`src/design/dram_params.svh`:
```
// sizes and latencies of the ddr4_lite chip model
// included by the package and by every module that needs a size or a latency
`ifndef DRAM_PARAMS_SVH
`define DRAM_PARAMS_SVH

// data and address pins
`define DRAM_DQ_WIDTH 16
`define DRAM_ADDR_BITS 17

// array geometry, kept small for simulation
`define DRAM_ROW_BITS 6
`define DRAM_COL_BITS 4
`define DRAM_NUM_BANKS 4
`define DRAM_BURST_LEN 8

// latencies in clk_in cycles, scaled down from real ddr4
`define DRAM_ACT_LATENCY 4
`define DRAM_CAS_LATENCY 6
`define DRAM_PRE_LATENCY 3

`endif

```
`src/design/dram_pkg.sv`:
```
// shared types of the ddr4_lite chip model
// modules pull these in with a wildcard import in their header
`default_nettype none

`include "dram_params.svh"

package dram_pkg;

    typedef logic [`DRAM_DQ_WIDTH-1:0] dq_t;                      // one data or mask beat
    typedef logic [`DRAM_ROW_BITS-1:0] row_t;
    typedef logic [`DRAM_COL_BITS-1:0] col_t;
    typedef logic [$clog2(`DRAM_BURST_LEN)-1:0] beat_t;           // position inside a burst
    typedef logic [`DRAM_NUM_BANKS-1:0] bank_sel_t;               // one-hot, bit per bank
    typedef logic [`DRAM_BURST_LEN-1:0][`DRAM_DQ_WIDTH-1:0] burst_t; // index k holds beat k

    // decoded command handed from the decoder to the banks
    typedef enum logic [2:0] {
        CMD_NONE,
        CMD_ACTIVATE,
        CMD_READ,
        CMD_WRITE,
        CMD_PRECHARGE
    } bank_cmd_t;

    typedef enum logic [2:0] {
        BANK_CLOSED,
        BANK_ACTIVATING,
        BANK_OPEN,
        BANK_READING,
        BANK_WRITING,
        BANK_PRECHARGING
    } bank_state_t;

endpackage

`default_nettype wire

```
`src/design/dram_cmd_decoder.sv`:
```
// command front end of the chip
// samples cs_n/act_n/addr/ba each edge and registers a one-hot bank command
// with its row or column, valid for exactly one cycle per accepted command
`timescale 1ns/1ps
`default_nettype none

`include "dram_params.svh"

module dram_cmd_decoder import dram_pkg::*; (
    input  logic                       clk_in,
    input  logic                       rst_N_in,
    input  logic                       cs_n,     // chip select, active low
    input  logic                       act_n,    // activate, active low
    input  logic [`DRAM_ADDR_BITS-1:0] addr,     // 16:14 carry ras/cas/we when act_n high
    input  logic [1:0]                 ba,       // bank address
    output bank_sel_t                  cmd_sel,
    output bank_cmd_t                  cmd,
    output row_t                       cmd_row,
    output col_t                       cmd_col
);

    logic [5:0] cmd_bits;   // cs_n, act_n, ras, cas, we, a10
    bank_cmd_t  dec_cmd;

    assign cmd_bits = {cs_n, act_n, addr[16:14], addr[10]};

    // single-edge decode, a10 high (auto precharge / all banks) falls to no command
    always_comb begin
        casez (cmd_bits)
            6'b00????: dec_cmd = CMD_ACTIVATE;
            6'b010100: dec_cmd = CMD_PRECHARGE;
            6'b011000: dec_cmd = CMD_WRITE;
            6'b011010: dec_cmd = CMD_READ;
            default:   dec_cmd = CMD_NONE;   // deselect, nop, refresh and the rest
        endcase
    end

    // control outputs
    always_ff @(posedge clk_in) begin
        if (rst_N_in) begin
            cmd_sel <= '0;
            cmd     <= CMD_NONE;
        end else begin
            cmd <= dec_cmd;
            if (dec_cmd != CMD_NONE) begin
                cmd_sel <= bank_sel_t'(1) << ba;   // the only place ba is turned into a bank
            end else begin
                cmd_sel <= '0;
            end
        end
    end

    // address payload
    always_ff @(posedge clk_in) begin
        if (dec_cmd == CMD_ACTIVATE) begin
            cmd_row <= addr[`DRAM_ROW_BITS-1:0];   // upper row bits not modeled
        end
        if (dec_cmd == CMD_READ || dec_cmd == CMD_WRITE) begin
            cmd_col <= addr[`DRAM_COL_BITS-1:0];
        end
    end

endmodule

`default_nettype wire

```
`config.mk`:
```
export PLATFORM = sky130hd
export DESIGN_NAME = dram_cmd_decoder
export DESIGN_NICKNAME = d
export VERILOG_FILES = /design/src/design/dram_pkg.sv /design/src/design/dram_cmd_decoder.sv
export VERILOG_INCLUDE_DIRS = /design/src /design/src/design
export SDC_FILE = /design/constraint.sdc
export NUM_CORES = 1
export LEC_CHECK = 0
export BUFFER_PORTS_ARGS = -buffer_cell sky130_fd_sc_hd__buf_2
export CORE_MARGIN = 2
export CORE_UTILIZATION = 30
export DETAILED_ROUTE_END_ITERATION = 6
export SETUP_SLACK_MARGIN = 0.1
export SLEW_MARGIN = 20
export SYNTH_ARGS = -nofsm -noshare
export SYNTH_HDL_FRONTEND = slang
export SYNTH_SLANG_ARGS = --single-unit
```
`constraint.sdc`:
```
create_clock -name clk_in -period 2.2 [get_ports clk_in]
set_clock_uncertainty 0.15 [all_clocks]
set_input_delay 0.44 -clock clk_in [delete_from_list [all_inputs] [get_ports clk_in]]
set_output_delay 0.44 -clock clk_in [all_outputs]
set_load 0.02 [all_outputs]
```
; Word level (Yosys, flattened, before mapping)
; Index checks and enable logic that the tools add are counted.
; W data, S select, Z words.
[classes]
shifts = 1
n_eq_ne = 6
n_mux = 1
n_bitwise = 1
reduce_logical = 4
[op_table]
columns = operator, n
row1 = $eq A6 B5 Y1 const B, 3
row2 = $pmux W3 S4, 1
row3 = $eq A3 B2 Y1 const B, 2
row4 = $shl A1 B2 Y4 const A, 1
row5 = $eq A3 B1 Y1 const B, 1
row6 = $reduce_bool A3 Y1, 1
row7 = $logic_not A2 Y1, 1
row8 = $reduce_or A2 Y1, 1
row9 = $logic_or A1 B1 Y1, 1
row10 = $not A1 Y1, 1
[word_totals]
regBits = 17
wordCells = 17
output_inout_bits = 17
in_bits = 23

; Depth between registers and ports, before layout
[logic_depth]
ltp_word = 5
ltp_mapped = 3
mapped_depth_nobuf = 3

; Worst setup path before layout
; No wires, ideal clock.
[synth_path]
path_kind = input port to flip-flop
from = in addr[15]
to = reg cmd_sel[0]
required_time_ps = 1971
stages = 3
setup_slack_ps = 508
setup_time_ps = 79
t_arrival_ps = 1463
n_path_buf = 0
path_cell_list = or4b_1 -> a211o_1 -> a211oi_2
[synth_via]
elab_chain_cells = 5
word_cells_on_any_way = 7
cone_classes = eq/ne (3) / mux (1) / bitwise (1) / reduce/logical (2)
[synth_lines]
columns = item, line
row1 = from (decl), dram_cmd_decoder.sv:14  ; input logic [`DRAM_ADDR_BITS-1:0] addr,
row2 = $eq A6 B5 Y1, dram_cmd_decoder.sv:29  ; casez (cmd_bits)
row3 = $pmux W3 S4 (*), dram_cmd_decoder.sv:29
row4 = $reduce_bool A3 Y1 (*), dram_cmd_decoder.sv:45  ; if (dec_cmd != CMD_NONE) begin
row5 = $not A1 Y1 (no line) (*), n/a
row6 = $reduce_or A2 Y1 (no line) (*), n/a
row7 = to (signal assigned), dram_cmd_decoder.sv:46  ; cmd_sel <= bank_sel_t'(1) << ba;
row8 = to (decl), dram_cmd_decoder.sv:16  ; output bank_sel_t cmd_sel,
; Mark *: on every way between the ends. The rest lies on a longest branch, timed or not.
; A chain may end at the register's enable or synchronous reset.

; Worst setup path in the final report
[layout_path]
from = in addr[10]
to = reg cmd_sel[0]
; The elaborated chain is that of the path after synthesis.

==> flow_metrics.env <==
export IMPL_status="complete, no violations"
export IMPL_postSynthAreaPerCell_sq_um=16.0
export IMPL_gp_congestion=0.661
export IMPL_coreArea_sq_um=1750
export IMPL_overflow=0
export IMPL_synth_area_leaders="edfxtp_1, dfxtp_1, or4b_1"
export IMPL_yosys_area_top_type="edfxtp_1"
export IMPL_setup_tns_ps=0
export IMPL_crit_path_start_kind="input pin"
export IMPL_io_buffers=32
export IMPL_first_iter_violations=3
export IMPL_synth_nets=58
export IMPL_cts_hold_buf=0
export IMPL_timing_hold_ws_ps=185
export IMPL_p_seq_frac=0.629
export IMPL_layout_commonest_cell="buf_2"
export IMPL_final_cells=97
export IMPL_finalWirelength_microns=911
export IMPL_p_switching_mw=0.116
export IMPL_mappedNetlistArea_sq_um=559
export IMPL_cts_clk_slew_worst_paths_ps=90
export IMPL_vias=407
export IMPL_ant_nets=0
export IMPL_wl_per_cell_microns=9.39
export IMPL_cellPowerDensity_nw_per_um2=711
export IMPL_initial_core_util=0.320
export IMPL_max_freq_mhz=640
export IMPL_min_path_type="in -> reg"
export IMPL_grt_pass1_wl_mm=1.20
export IMPL_final_cell_mix="buf_2, edfxtp_1, dfxtp_1"
export IMPL_relSlewSlack=0.660
export IMPL_cts_resized=0
export IMPL_end_kind="flop"
export IMPL_root_buffer="clkbuf_4"
export IMPL_dp_cells=93
export IMPL_synthCells=35
export IMPL_cts_sinks=17
export IMPL_synth_distinct_cells=13
export IMPL_critical_path_required_ps=2250
export IMPL_grt_usage=0.0823
export IMPL_ys_seq_elements=17
export IMPL_peakVddDrop_mv=0.330
export IMPL_rows=15
export IMPL_internal_power_mw=0.441
export IMPL_cts_setup_buffers=0
export IMPL_seq_area_frac_synth=0.787
export IMPL_leakagePower_nw=0.345
export IMPL_firstDrtPassIters=2
export IMPL_period_needed_ps=1560
export IMPL_slew_violations=0
export IMPL_cts_buffers=3
export IMPL_maxCapViolCount=0
export IMPL_ys_warn_count=0
export IMPL_grt_max_degree=10
export IMPL_io_pins=40
export IMPL_die_w_microns=47.2
export IMPL_die_area_sq_um=2230
export IMPL_drcViolationCount=0
export IMPL_num_antenna_cells=0
export IMPL_die_y_microns=47.2
export IMPL_sw_frac_of_total=0.209
export IMPL_via_per_inst=4.20
export IMPL_antenna_found_initial=0
export IMPL_grt_pass1_vias=300
export IMPL_drive_gt1_frac=0.514
export IMPL_grt_setup_unrepaired="no"
export IMPL_combPwrFrac=0.099
export IMPL_worstSetupPathType="in -> reg"
export IMPL_min_period_over_period=0.710
export IMPL_cts_buffer_depth=2
export IMPL_setup_viol=0
export IMPL_crit_arrival_ps=1610
export IMPL_p_clk_frac=0.272
export IMPL_n_fill_cell=170
export IMPL_htree_levels=1
export IMPL_cts_tree="yes"
export IMPL_synthDominantCellAreaShare=0.537
export IMPL_areaGrowthSynthToFinish_pct=40.3
export IMPL_hold_viol_final=0
export IMPL_crit_fanout=5
export IMPL_fin_nets=96
export IMPL_worstMarginPinSlew_ps=508
==> power groups by stage <==
stage	combinational, mW	sequential (mW)	clock, mW
final	0.0554	0.351	0.151
after global routing	0.0603	0.352	0.173
after CTS	0.0558	0.351	0.161
after floorplan	0.0104	0.374	0
after global placement	0.0551	0.358	0
after detailed placement	0.0557	0.358	0
==> synth_stat cells, drive strengths merged <==
master and count:
nor2 3, nand2b 3, a211o 1, a211oi 1, nor4b 1, edfxtp 10
nand2 1, inv 1, a21oi 3, or3b 1, dfxtp 7, a21o 1
or4b 2
==> routing by layer <==
| metal | up-vias | global-route usage | part of all wire |
|---|---|---|---|
| met5 | - | 0 | 0 |
| li1 | 203 | - | - |
| met4 | 0 | 0.0667 | 0.0099 |
| met2 | 19 | 0.121 | 0.48 |
| met3 | 2 | 0.0385 | 0.093 |
| met1 | 183 | 0.0907 | 0.41 |
==> final cells by class <==
cell class              instances  area (sq um)  area share
inverters                       1          3.75     0.00478
well taps                      25          31.3      0.0399
repair buffers                 33           168       0.214
clock buffers                   4          26.3      0.0335
multi-input cells              17           115       0.147
flip-flops and latches         17           440       0.561
==> path summary, 6_finish.rpt <==
path | start | endpoint | slack [ps] | cells after the start
max | addr[10] | cmd_sel[0] | 640 | 4
min | addr[4] | cmd_row[4] | 190 | 1
==> critical path, stage by stage <==
cell      delay [ps]
buf_2            120
or4b_1           500
a211o_1          370
a211oi_2         180
==> cells by family (layout without fill, tap and decap cells) <==
family | Yosys count | after routing | synth area share
AO/OA/AOI/OAI | 6 | 6 | 0.0783
buffers and inverters | 1 | 38 | 0.00670
AND/OR/NAND/NOR | 11 | 11 | 0.128
flip-flops | 17 | 17 | 0.787
==> per-stage QoR <==
stage               instance area, sq um  utilization  power, mW  setup WS (ps)
floorplan                            559            -      0.385            508
global placement                     758        0.434      0.413            340
detailed placement                   758        0.434      0.414            343
CTS                                  785        0.449      0.567            638
global route                         785        0.449      0.586            610
finish                               785        0.449      0.557            639
==> state kept, by name, indices dropped and copies added (netlist names) <==
| register | cells |
|---|---|
| cmd_col | 4 |
| cmd_row | 6 |
| cmd_sel | 4 |
| cmd | 3 |
No activity file was read; power rests on OpenSTA's default activity.
