$ cat src/design/dram_params.svh
// sizes and latencies of the ddr4_lite chip model
// included by the package and by every module that needs a size or a latency
`ifndef DRAM_PARAMS_SVH
`define DRAM_PARAMS_SVH

// data and address pins
`define DRAM_DQ_WIDTH 16
`define DRAM_ADDR_BITS 17

// array geometry, kept small for simulation
`define DRAM_ROW_BITS 6
`define DRAM_COL_BITS 4
`define DRAM_NUM_BANKS 4
`define DRAM_BURST_LEN 8

// latencies in clk_in cycles, scaled down from real ddr4
`define DRAM_ACT_LATENCY 4
`define DRAM_CAS_LATENCY 6
`define DRAM_PRE_LATENCY 3

`endif

$ cat src/design/dram_pkg.sv
// shared types of the ddr4_lite chip model
// modules pull these in with a wildcard import in their header
`default_nettype none

`include "dram_params.svh"

package dram_pkg;

    typedef logic [`DRAM_DQ_WIDTH-1:0] dq_t;                      // one data or mask beat
    typedef logic [`DRAM_ROW_BITS-1:0] row_t;
    typedef logic [`DRAM_COL_BITS-1:0] col_t;
    typedef logic [$clog2(`DRAM_BURST_LEN)-1:0] beat_t;           // position inside a burst
    typedef logic [`DRAM_NUM_BANKS-1:0] bank_sel_t;               // one-hot, bit per bank
    typedef logic [`DRAM_BURST_LEN-1:0][`DRAM_DQ_WIDTH-1:0] burst_t; // index k holds beat k

    // decoded command handed from the decoder to the banks
    typedef enum logic [2:0] {
        CMD_NONE,
        CMD_ACTIVATE,
        CMD_READ,
        CMD_WRITE,
        CMD_PRECHARGE
    } bank_cmd_t;

    typedef enum logic [2:0] {
        BANK_CLOSED,
        BANK_ACTIVATING,
        BANK_OPEN,
        BANK_READING,
        BANK_WRITING,
        BANK_PRECHARGING
    } bank_state_t;

endpackage

`default_nettype wire

$ cat src/design/dram_write_burst_buffer.sv
// write data capture shared by all banks
// after a WRITE it shifts in eight beats of dq_in and dqm_in, then pulses
// wr_commit for the target bank with the whole burst on wr_data/wr_mask
`timescale 1ns/1ps
`default_nettype none

`include "dram_params.svh"

module dram_write_burst_buffer import dram_pkg::*; (
    input  logic      clk_in,
    input  logic      rst_N_in,
    input  bank_sel_t cmd_sel,
    input  bank_cmd_t cmd,
    input  dq_t       dq_in,
    input  dq_t       dqm_in,      // 1 keeps the stored bit
    output bank_sel_t wr_commit,   // one-cycle pulse to the owning bank
    output burst_t    wr_data,
    output burst_t    wr_mask
);

    logic      start;
    logic      busy;
    beat_t     beat_cnt;
    bank_sel_t target;

    // first beat is already on dq_in when the decoded write shows up
    assign start = (cmd == CMD_WRITE) && (cmd_sel != '0);

    always_ff @(posedge clk_in) begin
        if (rst_N_in) begin
            busy      <= 1'b0;
            beat_cnt  <= '0;
            wr_commit <= '0;
        end else begin
            wr_commit <= '0;
            if (start) begin
                busy     <= 1'b1;
                beat_cnt <= beat_t'(1);
            end else if (busy) begin
                beat_cnt <= beat_cnt + beat_t'(1);
                if (beat_cnt == beat_t'(`DRAM_BURST_LEN - 1)) begin
                    busy      <= 1'b0;
                    wr_commit <= target;   // last beat lands this edge
                end
            end
        end
    end

    // shift from the top so beat 0 ends up at index 0
    always_ff @(posedge clk_in) begin
        if (start) begin
            target <= cmd_sel;
        end
        if (start || busy) begin
            wr_data <= {dq_in, wr_data[`DRAM_BURST_LEN-1:1]};
            wr_mask <= {dqm_in, wr_mask[`DRAM_BURST_LEN-1:1]};
        end
    end

    // write bursts must not overlap in the shared buffer
    a_no_write_overlap: assert property (@(posedge clk_in) disable iff (rst_N_in)
        busy |-> !start);

endmodule

`default_nettype wire

$ cat config.mk
export PLATFORM = sky130hd
export DESIGN_NAME = dram_write_burst_buffer
export DESIGN_NICKNAME = d
export VERILOG_FILES = /design/src/design/dram_pkg.sv /design/src/design/dram_write_burst_buffer.sv
export VERILOG_INCLUDE_DIRS = /design/src /design/src/design
export SDC_FILE = /design/constraint.sdc
export NUM_CORES = 1
export LEC_CHECK = 0
export ABC_AREA = 1
export BUFFER_PORTS_ARGS = -buffer_cell sky130_fd_sc_hd__clkbuf_2
export CAP_MARGIN = 20
export CORE_ASPECT_RATIO = 1.2
export CORE_UTILIZATION = 44
export CTS_CLUSTER_SIZE = 28
export DETAILED_ROUTE_END_ITERATION = 16
export GPL_ROUTABILITY_DRIVEN = 0
export GPL_TIMING_DRIVEN = 0
export PLACE_DENSITY = 0.73
export SETUP_SLACK_MARGIN = 0.4
export SYNTH_ARGS = -nofsm -noshare
export SYNTH_HDL_FRONTEND = slang
export SYNTH_SLANG_ARGS = --single-unit
$ cat constraint.sdc
create_clock -name clk_in -period 6.9 [get_ports clk_in]
set_clock_uncertainty 0.2 [all_clocks]
set_input_delay 0.345 -clock clk_in [delete_from_list [all_inputs] [get_ports clk_in]]
set_output_delay 0.345 -clock clk_in [all_outputs]
set_load 0.01 [all_outputs]
Word-level counts from Yosys, hierarchy flattened
Index checks and enable logic that the tools add are counted.
{ "totals": {"elab_cells": 37, "register_bits": 268, "output_inout_bits": 260} }
{ "op_classes": {"n_addsub": 1, "eq_ne": 2, "n_mux": 5, "n_bitwise": 2, "reduce_logical": 6} }
{ "op_table": {"columns": ["op", "n"], "rows": [
  ["$mux 1", 5],
  ["$reduce_bool 4->1", 1],
  ["$reduce_or 4->1", 1],
  ["$add 3x1->3 const B", 1],
  ["$eq 3x2->1 const B", 1],
  ["$eq 3x3->1 const B", 1],
  ["$not 1->1", 2],
  ["$reduce_bool 2->1", 1],
  ["$reduce_or 2->1", 1],
  ["$logic_and 1x1->1", 1],
  ["$logic_or 1x1->1", 1]
]} }

Logic depth before layout (Yosys ltp)
Gate-level depths: netlist of the first run.
{ "logic_depth": {"depth_word": 4, "ltp_mapped": 6, "mapped_depth_nobuf": 6} }

Worst setup path after synthesis of the first run
No wires, ideal clock.
{ "synth_timing": {"kind": "in2reg", "startpoint": "input port cmd_sel[3]", "endpoint": "register wr_data[0] (netlist bit), enable pin", "stages": 4, "setup_slack_ns": 0.004, "setup_time_ns": 1.963, "path_buffers": 0, "required_ns": 4.737, "arrival_time_ns": 4.733, "path_cell_list": "nor2_1 > nand2_1 > nand2_2 > nand2_1"} }
{ "synth_between": {"elab_chain_cells": 3} }
{ "synth_rtl": {"columns": ["element", "line_no", "rtl"], "rows": [
  ["start, declared", "dram_write_burst_buffer.sv:12", "input bank_sel_t cmd_sel,"],
  ["$reduce_bool 4->1", "dram_write_burst_buffer.sv:27", "assign start = (cmd == CMD_WRITE) && (cmd_sel != '0);"],
  ["$logic_and 1x1->1", "dram_write_burst_buffer.sv:27", null],
  ["$logic_or 1x1->1", "dram_write_burst_buffer.sv:54", "if (start || busy) begin"],
  ["end signal, assigned", "dram_write_burst_buffer.sv:55", "wr_data <= {dq_in, wr_data[`DRAM_BURST_LEN-1:1]};"],
  ["end, declared", "dram_write_burst_buffer.sv:17", "output burst_t wr_data,"]
]} }
No other way between the ends.
A chain may end at the register's enable or synchronous reset.

Worst setup path in the final report of the first run
{ "layout_timing": {"startpoint": "input port cmd_sel[1]", "endpoint": "register wr_mask[43] (netlist bit), enable pin"} }
{ "layout_between": {"elab_chain_cells": 3} }
{ "layout_rtl": {"columns": ["element", "line_no", "rtl"], "rows": [
  ["$reduce_bool 4->1", "dram_write_burst_buffer.sv:27", null],
  ["$logic_and 1x1->1", "dram_write_burst_buffer.sv:27", null],
  ["$logic_or 1x1->1", "dram_write_burst_buffer.sv:54", null],
  ["end signal, assigned", "dram_write_burst_buffer.sv:56", "wr_mask <= {dqm_in, wr_mask[`DRAM_BURST_LEN-1:1]};"],
  ["end, declared", "dram_write_burst_buffer.sv:18", "output burst_t wr_mask"]
]} }
No other way between the ends.

==> results of run 1 <==
[worst max-delay path: stages]
cell and delay, ns:
dlygate4sd3_1 0.53, clkbuf_2 0.12, nor2_1 0.05, nand2_1 0.07, nand2_2 0.14, nand2_8 0.27
buf_16 0.42, buf_16 0.48
[registers in the layout, indices dropped and copies added (netlist names)]
signal,count
wr_mask,128
busy,1
beat_cnt,3
target,4
wr_commit,4
wr_data,128
[per-stage QoR]
step	setup WS, ns	hold slack, ns	cell area, um2
2_1_floorplan	2.54	0.207	8150
3_5_place_dp	4.29	0.232	10000
3_3_place_gp	1.51	0.230	9930
6_report	4.33	0.0492	11100
4_1_cts	4.35	0.0278	11100
5_1_grt	4.21	0.0520	11100
[routing by layer]
layer / GRT usage / share of wire / routed length [um] / vias up
met5: 0 / 0 / 0 / -
met4: 0.0699 / 0.031 / 500 / 0
met3: 0.0396 / 0.065 / 1040 / 46
met2: 0.285 / 0.55 / 8760 / 194
met1: 0.172 / 0.36 / 5740 / 2028
li1: - / - / - / 1920
[synthesized netlist by cell type]
master,count
or2_1,1
dfxtp_1,8
inv_1,7
buf_4,1
ha_1,2
a21oi_2,1
nand2_1,5
mux2i_1,2
nor2_1,9
inv_2,1
edfxtp_1,260
nand2_2,1
xnor2_1,1
a21oi_1,1
nand3_2,1
[logic make-up (layout without fill, tap and decap cells)]
kind of cell	count (synthesis)	after routing
simple gates	17	17
buf+inv	9	390
compound gates	2	2
flops	268	268
mux	2	2
fa+ha+maj	2	2
xor+xnor	1	1
[layout make-up]
type | instances | area [um2]
Buffer | 1 | 7.51
Clock buffer | 32 | 652
Clock inverter | 10 | 48.8
Fill cell | 1285 | 7100
Inverter | 8 | 30.0
Multi-Input combinational cell | 24 | 159
Sequential cell | 268 | 7970
Tap cell | 224 | 280
Timing Repair Buffer | 339 | 1930
[power by group through the flow]
stage / clock (mW) / combinational [mW] / sequential, mW
finish: 1.19 / 0.211 / 1.94
global route: 1.28 / 0.224 / 1.95
floorplan: 0 / 0.0375 / 2.02
detailed placement: 0 / 0.195 / 1.98
CTS: 1.22 / 0.212 / 1.94
global placement: 0 / 0.184 / 1.99
[how the worst max path moves through the flow]
stage,from,end,slack (ns),cells past startpoint
6_report,cmd_sel[1],wr_mask[43]$_DFFE_PP_,4.33,8
5_1_grt,cmd_sel[0],wr_data[14]$_DFFE_PP_,4.21,8
4_1_cts,cmd_sel[2],wr_mask[3]$_DFFE_PP_,4.35,8
3_5_place_dp,cmd[1],wr_data[10]$_DFFE_PP_,4.29,7
3_3_place_gp,cmd_sel[3],wr_data[10]$_DFFE_PP_,1.51,5
2_1_floorplan,cmd[1],wr_data[0]$_DFFE_PP_,2.54,4
==> results.cfg, run 1 <==
[outcome]
status = finished with violations
violations = design-rule violations

[floorplan]
io_pins = 301
die_h_um = 151
die_w_um = 126
coreArea_um2 = 18200
dieArea_um2 = 19100
rows = 54
initial_core_util = 0.448

[synthesis]
synth_nets = 344
ys_seq_area_frac = 0.978
synth_xor_area_frac = 0.00107
yosys_warnings = 0
synthCells = 301
synth_top_area_frac = 0.958
syn_area_um2 = 8150
synth_cell_types = 15
netlist_top_cells_area = edfxtp_1 96%, dfxtp_1 2.0%, nor2_1 0.41%
synth_top_family_by_area = simple AND/OR/NAND/NOR gates
synth-simple-area-share = 0.00921
ys_seq_elements = 268
post_synth_fa_ha_maj_area_fraction = 0.00307
synth_compound_area_frac = 0.00169
synth_top_area_cell = edfxtp_1
avgSynthCellArea_um2 = 27.1
synth.mux.area_fraction = 0.00246

[placed_design]
place_inst = 827
hpwl_um = 10900
placement.io_buffers = 300

[final_layout]
final_cells = 906
utilization = 0.609
area_growth_pct = 35.9
final_net_count = 710
diodes = 0
drive_above_1_share = 0.497
mostFrequentLayoutCell = clkbuf_2
final_cell_mix = 300 x clkbuf_2, 260 x edfxtp_1, 37 x dlygate4sd3_1, 25 x clkbuf_16, 9 x nor2_1

[cts]
cts_tree = done
cts.sinks = 268
cts_setup_buffers = 0
root_buffer = clkbuf_16
clk_pin_slew_worst_paths_ns = 0.06
numCtsBuffers = 25
holdBufCountCts = 37
clockBufferDepth = 3
h-tree-depth = 1
clk_latency_ns = 0.51
cts.repair.resized = 0

[route]
viasPerCell = 4.62
dr.pass1.iters = 12
wl_per_cell_um = 17.7
drc = 2
dr_total_vias = 4188
wl_um = 16000
antenna_left = 0
first_iter_violations = 288

[setup_path]
crit_required_ns = 6.84
cp.arrival_ns = 2.51
rr_startpoint = busy$_SDFF_PP0_
path_class = in2reg
r2r_cells = 5
endpoint_kind = register
reg2reg_to = wr_mask[43]$_DFFE_PP_
start_kind = input pin
regToRegSetupSlack_ns = 4.58
worstPathMaxFanout = 118

[pwr]
p_switching_uw = 706
p_clk_frac = 0.357
p_per_area_nw_per_um2 = 302
internal_power_mw = 2.64
power_mw = 3.35
pwr-share-comb = 0.063
leakage_nw = 4.38
power_frac_seq = 0.580
swShare = 0.211
peakVddDrop_mv = 0.217

[sta]
setup_viol_count_final = 0
hold_viol_final = 0
maxSlewHeadroom = 0.634
tightest_slew_ns = 0.549
fin_crit_sh = 0.373
tns_ns = 0
max_freq_mhz = 389
drv_slew = 0
rsz0062_at_grt = false
period_minus_slack_ns = 2.57

[global_routing]
grt_pass1_vias = 4111
grt_util_all_layers = 0.156
grt.overflow.total = 0
grt_pass1_wl_um = 22500
antenna_found_initial = 0
grt_max_degree = 119

[worst_hold_path]
hold_depth = 4
hold-path-endpoint = busy$_SDFF_PP0_
min_from = cmd[2]
hold_class = in2reg

[run]
maxCapViolCount = 0
No activity file was read; power rests on OpenSTA's default activity.
==> inputs of run 2 (changes only) <==
clock period = 2.3 ns   (was 6.9 ns; I/O delays follow)
==> run 2 against run 1 <==
Highest routed layer unchanged. Critical path type is now reg2reg. The flow now finishes without violations. Wire length grew 3.5%. Worst setup slack lost 3.8 ns. Global-route usage is 0.77 points higher. Critical endpoint is now wr_mask[74]$_DFFE_PP_. Clock power rose to 3.3 times the previous value. Largest cell class unchanged. Non-clock buffer count is 1 higher.
==> results.cfg, run 2 (same netlist as run 1, synthesis figures left out) <==
[final_layout]
drive_above_1_share = 0.499
diodes = 0
regArea_um2 = 7970
final_net_count = 712
final_cell_mix = 300 x clkbuf_2, 260 x edfxtp_1, 38 x dlygate4sd3_1, 25 x clkbuf_16, 9 x nor2_1
top_regs = wr_data (128), wr_mask (128)
area_growth_pct = 37.1
multiInputGateArea_um2 = 170
final_cells = 911
fin_area_um2 = 11200
n_fill_cell = 1299
mostFrequentLayoutCell = clkbuf_2

[cts]
numCtsBuffers = 25
cts_tree = done
clk_pin_slew_worst_paths_ns = 0.07
clk_latency_ns = 0.51
root_buffer = clkbuf_16
h-tree-depth = 1
clockBufferDepth = 3
cts.sinks = 268
cts_setup_buffers = 0

[floorplan]
coreArea_um2 = 18200
dieArea_um2 = 19100
die_w_um = 126
initial_core_util = 0.448
die_h_um = 151
io_pins = 301
rows = 54

[placed_design]
dpl-instance-area_um2 = 9980
place_inst = 826
placement.io_buffers = 300
hpwl_um = 10800
dp_slack_ns = -0.149

[sta]
setup_viol_count_final = 0
drv_slew = 0
tightest_slew_ns = 0.776
maxSlewHeadroom = 0.482
rsz0062_at_grt = false
hold_viol_final = 0
final.setup.worst_slack_ns = 0.484
max_freq_mhz = 551
fin_crit_sh = 0.789
tns_ns = 0
period_minus_slack_ns = 1.82

[route]
wl_um = 16600
wl_per_cell_um = 18.2
antenna_left = 0
first_iter_violations = 253
drc = 0
viasPerCell = 4.62
dr.pass1.iters = 5
dr_total_vias = 4210

[pwr]
power_mw = 10.3
peakVddDrop_mv = 0.766
leakage_nw = 4.42
p_per_area_nw_per_um2 = 926

[global_routing]
grt_util_all_layers = 0.164
grt_max_degree = 70
grt_pass1_vias = 4184
grt.overflow.total = 0
grt_pass1_wl_um = 23500
antenna_found_initial = 0

[worst_hold_path]
hold_class = in2reg
min_from = cmd_sel[3]

[setup_path]
endpoint_kind = register
crit_required_ns = 2.27
crit_start = busy$_SDFF_PP0_
rr_startpoint = busy$_SDFF_PP0_
worstPathMaxFanout = 69
path_class = reg2reg
start_kind = register
cp.arrival_ns = 1.79

[outcome]
status = finished, final reports clean

[run]
maxCapViolCount = 0
==> run 2: through the flow <==
| step | hold WS, ns | util |
|---|---|---|
| floorplan | -0.0299 | - |
| global placement | 0.0925 | 0.548 |
| detailed placement | 0.0936 | 0.549 |
| CTS | 0.00138 | 0.614 |
| global route | 0.0745 | 0.614 |
| finish | 0.0238 | 0.614 |
==> run 2: critical path, stage by stage (launching register included) <==
cell,delay [ns]
dfxtp_2,0.32
buf_6,0.12
inv_4,0.06
nand2_8,0.35
buf_16,0.34
==> run 2: layer usage <==
metal  vias up  part of all wire  GRT usage
li1       1932                 -          -
met1      2039              0.37      0.188
met2       203              0.53      0.299
met3        36             0.064     0.0336
met4         0             0.031     0.0675
met5         -                 0          0
==> run 2: final cells by class <==
| type | instances | area share |
|---|---|---|
| clock inverter | 16 | 0.0113 |
| sequential | 268 | 0.714 |
| multi-input combinational | 25 | 0.0152 |
| buffer | 1 | 0.00101 |
| clock buffer | 29 | 0.0574 |
| tap | 224 | 0.0251 |
| inverter | 8 | 0.00291 |
| timing repair buffer | 340 | 0.173 |
==> run 2: final timing paths <==
kind | slack [ns] | cells after the start | endpoint
setup reg to reg | 0.48 | 4 | wr_mask[74]$_DFFE_PP_
setup / recovery | 0.48 | 4 | wr_mask[74]$_DFFE_PP_
hold / removal | 0.02 | 6 | wr_commit[0]$_SDFF_PP0_
hold reg to reg | 0.25 | 0 | wr_mask[16]$_DFFE_PP_
==> run 2: power by group <==
group	leakage, nW	switching, mW	internal (mW)
logic	1.56	0.401	0.241
clock network	0.374	1.66	2.21
registers	2.49	0.128	5.70
total	4.42	2.19	8.15
==> run 2: timing repair <==
action / 4_1_cts / 5_1_grt
hold buffers: 38 / 0
gates resized for setup: 1 / 0
pin swaps: 1 / 1
gates cloned: 2 / 0
setup endpoints to repair: 137 / 39
hold endpoints to repair: 44 / 0
==> inputs of run 3 (changes only) <==
CORE_UTILIZATION = 48   (was 44)
PLACE_DENSITY = 0.76   (was 0.73)
clock period = 1.7 ns   (was 2.3 ns; I/O delays follow)
==> run 3 against run 2 <==
The flow now finishes with violations (negative hold slack). Non-clock buffer count rose by 179. Wire length increased by 26%. Via count is 20% higher. Utilization up 18 points. Combinational power up 130%. Final cell count rose by 19%. Worst setup slack worse by 0.21 ns. Maximum frequency increased by 27%. First-iteration DRC count is 9.5% higher. Total power up 40%. Design area grew 17%. Sequential cell count is the same. Critical endpoint is now wr_mask[17]$_DFFE_PP_.
==> results.cfg, run 3 (same netlist as run 1, synthesis figures left out) <==
[route]
first_iter_violations = 277
antenna_left = 0
dr_total_vias = 5056
drc = 0
wl_per_cell_um = 19.4
dr.pass1.iters = 4
wl_um = 21000
viasPerCell = 4.67

[placed_design]
hpwl_um = 11100
dpl-instance-area_um2 = 9970
placement.io_buffers = 300

[sta]
hold_slack_ns = -0.0110
maxSlewHeadroom = 0.714
period_minus_slack_ns = 1.42
drv_slew = 0
tightest_slew_ns = 0.428
rsz0062_at_grt = true
setup_viol_count_final = 0
fin_crit_sh = 0.838
hold_viol_final = 1
max_freq_mhz = 702

[cts]
clockBufferDepth = 3
root_buffer = clkbuf_16
clk_pin_slew_worst_paths_ns = 0.06
numCtsBuffers = 26
h-tree-depth = 1
clk_latency_ns = 0.51
cts.sinks = 268
cts_tree = done
holdBufCountCts = 37

[global_routing]
grt_pass1_wl_um = 27800
antenna_found_initial = 0
grt_use_met3 = 0.0384
grt_util_all_layers = 0.218
grtUsageMet2 = 0.404
top_usage_layer = met2
grt.overflow.total = 0
grt_max_degree = 33
grt_pass1_vias = 4867
use_met1 = 0.248

[floorplan]
dieArea_um2 = 17500
initial_core_util = 0.497
die_h_um = 145
die_w_um = 121
rows = 51
io_pins = 301
coreArea_um2 = 16400

[final_layout]
fin_area_um2 = 13000
n_fill_cell = 828
final_cell_mix = 285 x clkbuf_2, 260 x edfxtp_1, 159 x buf_4, 37 x dlygate4sd3_1, 27 x clkbuf_16
final_net_count = 896
top_regs = wr_data (128), wr_mask (128)
diodes = 0
area_growth_pct = 59.9
mostFrequentLayoutCell = clkbuf_2
drive_above_1_share = 0.615
utilization = 0.794

[setup_path]
crit_required_ns = 1.73
cp.arrival_ns = 1.45
start_kind = register
endpoint_kind = register
regToRegSetupSlack_ns = 0.28
worstPathMaxFanout = 7
path_class = reg2reg

[outcome]
status = finished with violations
violations = negative hold slack

[worst_hold_path]
hold_class = in2reg

[pwr]
leakage_nw = 5.46
peakVddDrop_mv = 0.845
p_per_area_nw_per_um2 = 1110

[run]
maxCapViolCount = 0
[run 3: changes by cell type in the layout (fill, tap and decap cells not counted), sizes merged]
cell         before  now
buf               3  197
bufbuf            0    1
bufinv            2    0
clkbuf          329  316
clkinv           13   14
clkinvlp          1    0
dlygate4sd3      38   37
nand2             7   11
[run 3: cell type report]
type	instances	area (um2)	share of cell area
clock buffers	31	691	0.0530
repair buffers	519	3680	0.282
well taps	212	265	0.0204
plain buffers	1	15.0	0.00115
clock inverters	14	65.1	0.00500
multi-input cells	29	294	0.0226
flip-flops and latches	268	7970	0.612
inverters	8	46.3	0.00355
[run 3: per-stage QoR]
step | cells | power [mW] | setup WS (ns) | setup TNS, ns
6_report | 1082 | 14.5 | 0.276 | 0
2_1_floorplan | 301 | 8.32 | -0.353 | -90.31
3_5_place_dp | 814 | 8.82 | -0.712 | -108.16
4_1_cts | 1017 | 14.4 | 0.258 | 0
3_3_place_gp | 813 | 8.77 | -0.705 | -177.29
5_1_grt | 1082 | 14.9 | 0.243 | 0
[run 3: final timing paths]
| path | start | to | cells after the start |
|---|---|---|---|
| hold reg to reg | wr_data[110]$_DFFE_PP_ | wr_data[94]$_DFFE_PP_ | 0 |
| hold / removal | cmd[2] | busy$_SDFF_PP0_ | 4 |
| setup reg to reg | busy$_SDFF_PP0_ | wr_mask[17]$_DFFE_PP_ | 4 |
| setup / recovery | busy$_SDFF_PP0_ | wr_mask[17]$_DFFE_PP_ | 4 |
[run 3: worst max-delay path: stages (launching register included)]
cell	delay [ns]
dfxtp_2	0.33
buf_8	0.13
inv_16	0.06
nand2_8	0.14
bufbuf_16	0.28
[run 3: routing by layer]
layer,up-vias,share of wire,wire [um]
met5,-,0,0
met4,0,0.028,597
met3,43,0.056,1180
met2,230,0.57,12000
met1,2482,0.34,7230
li1,2301,-,-
[run 3: repair_timing]
| item | 4_1_cts | 5_1_grt |
|---|---|---|
| endpoints found under the hold margin | 44 | 1 |
| gates resized for setup | 26 | 39 |
| setup endpoints to repair | 511 | 518 |
| cloned | 18 | 0 |
| pin swaps | 3 | 3 |
| setup buffers | 103 | 65 |
[run 3: report_power, final]
group,internal [mW],total [mW],switching (mW)
clock,2.87,5.16,2.29
combinational,0.761,1.47,0.708
sequential,7.71,7.89,0.180
total,11.3,14.5,3.18
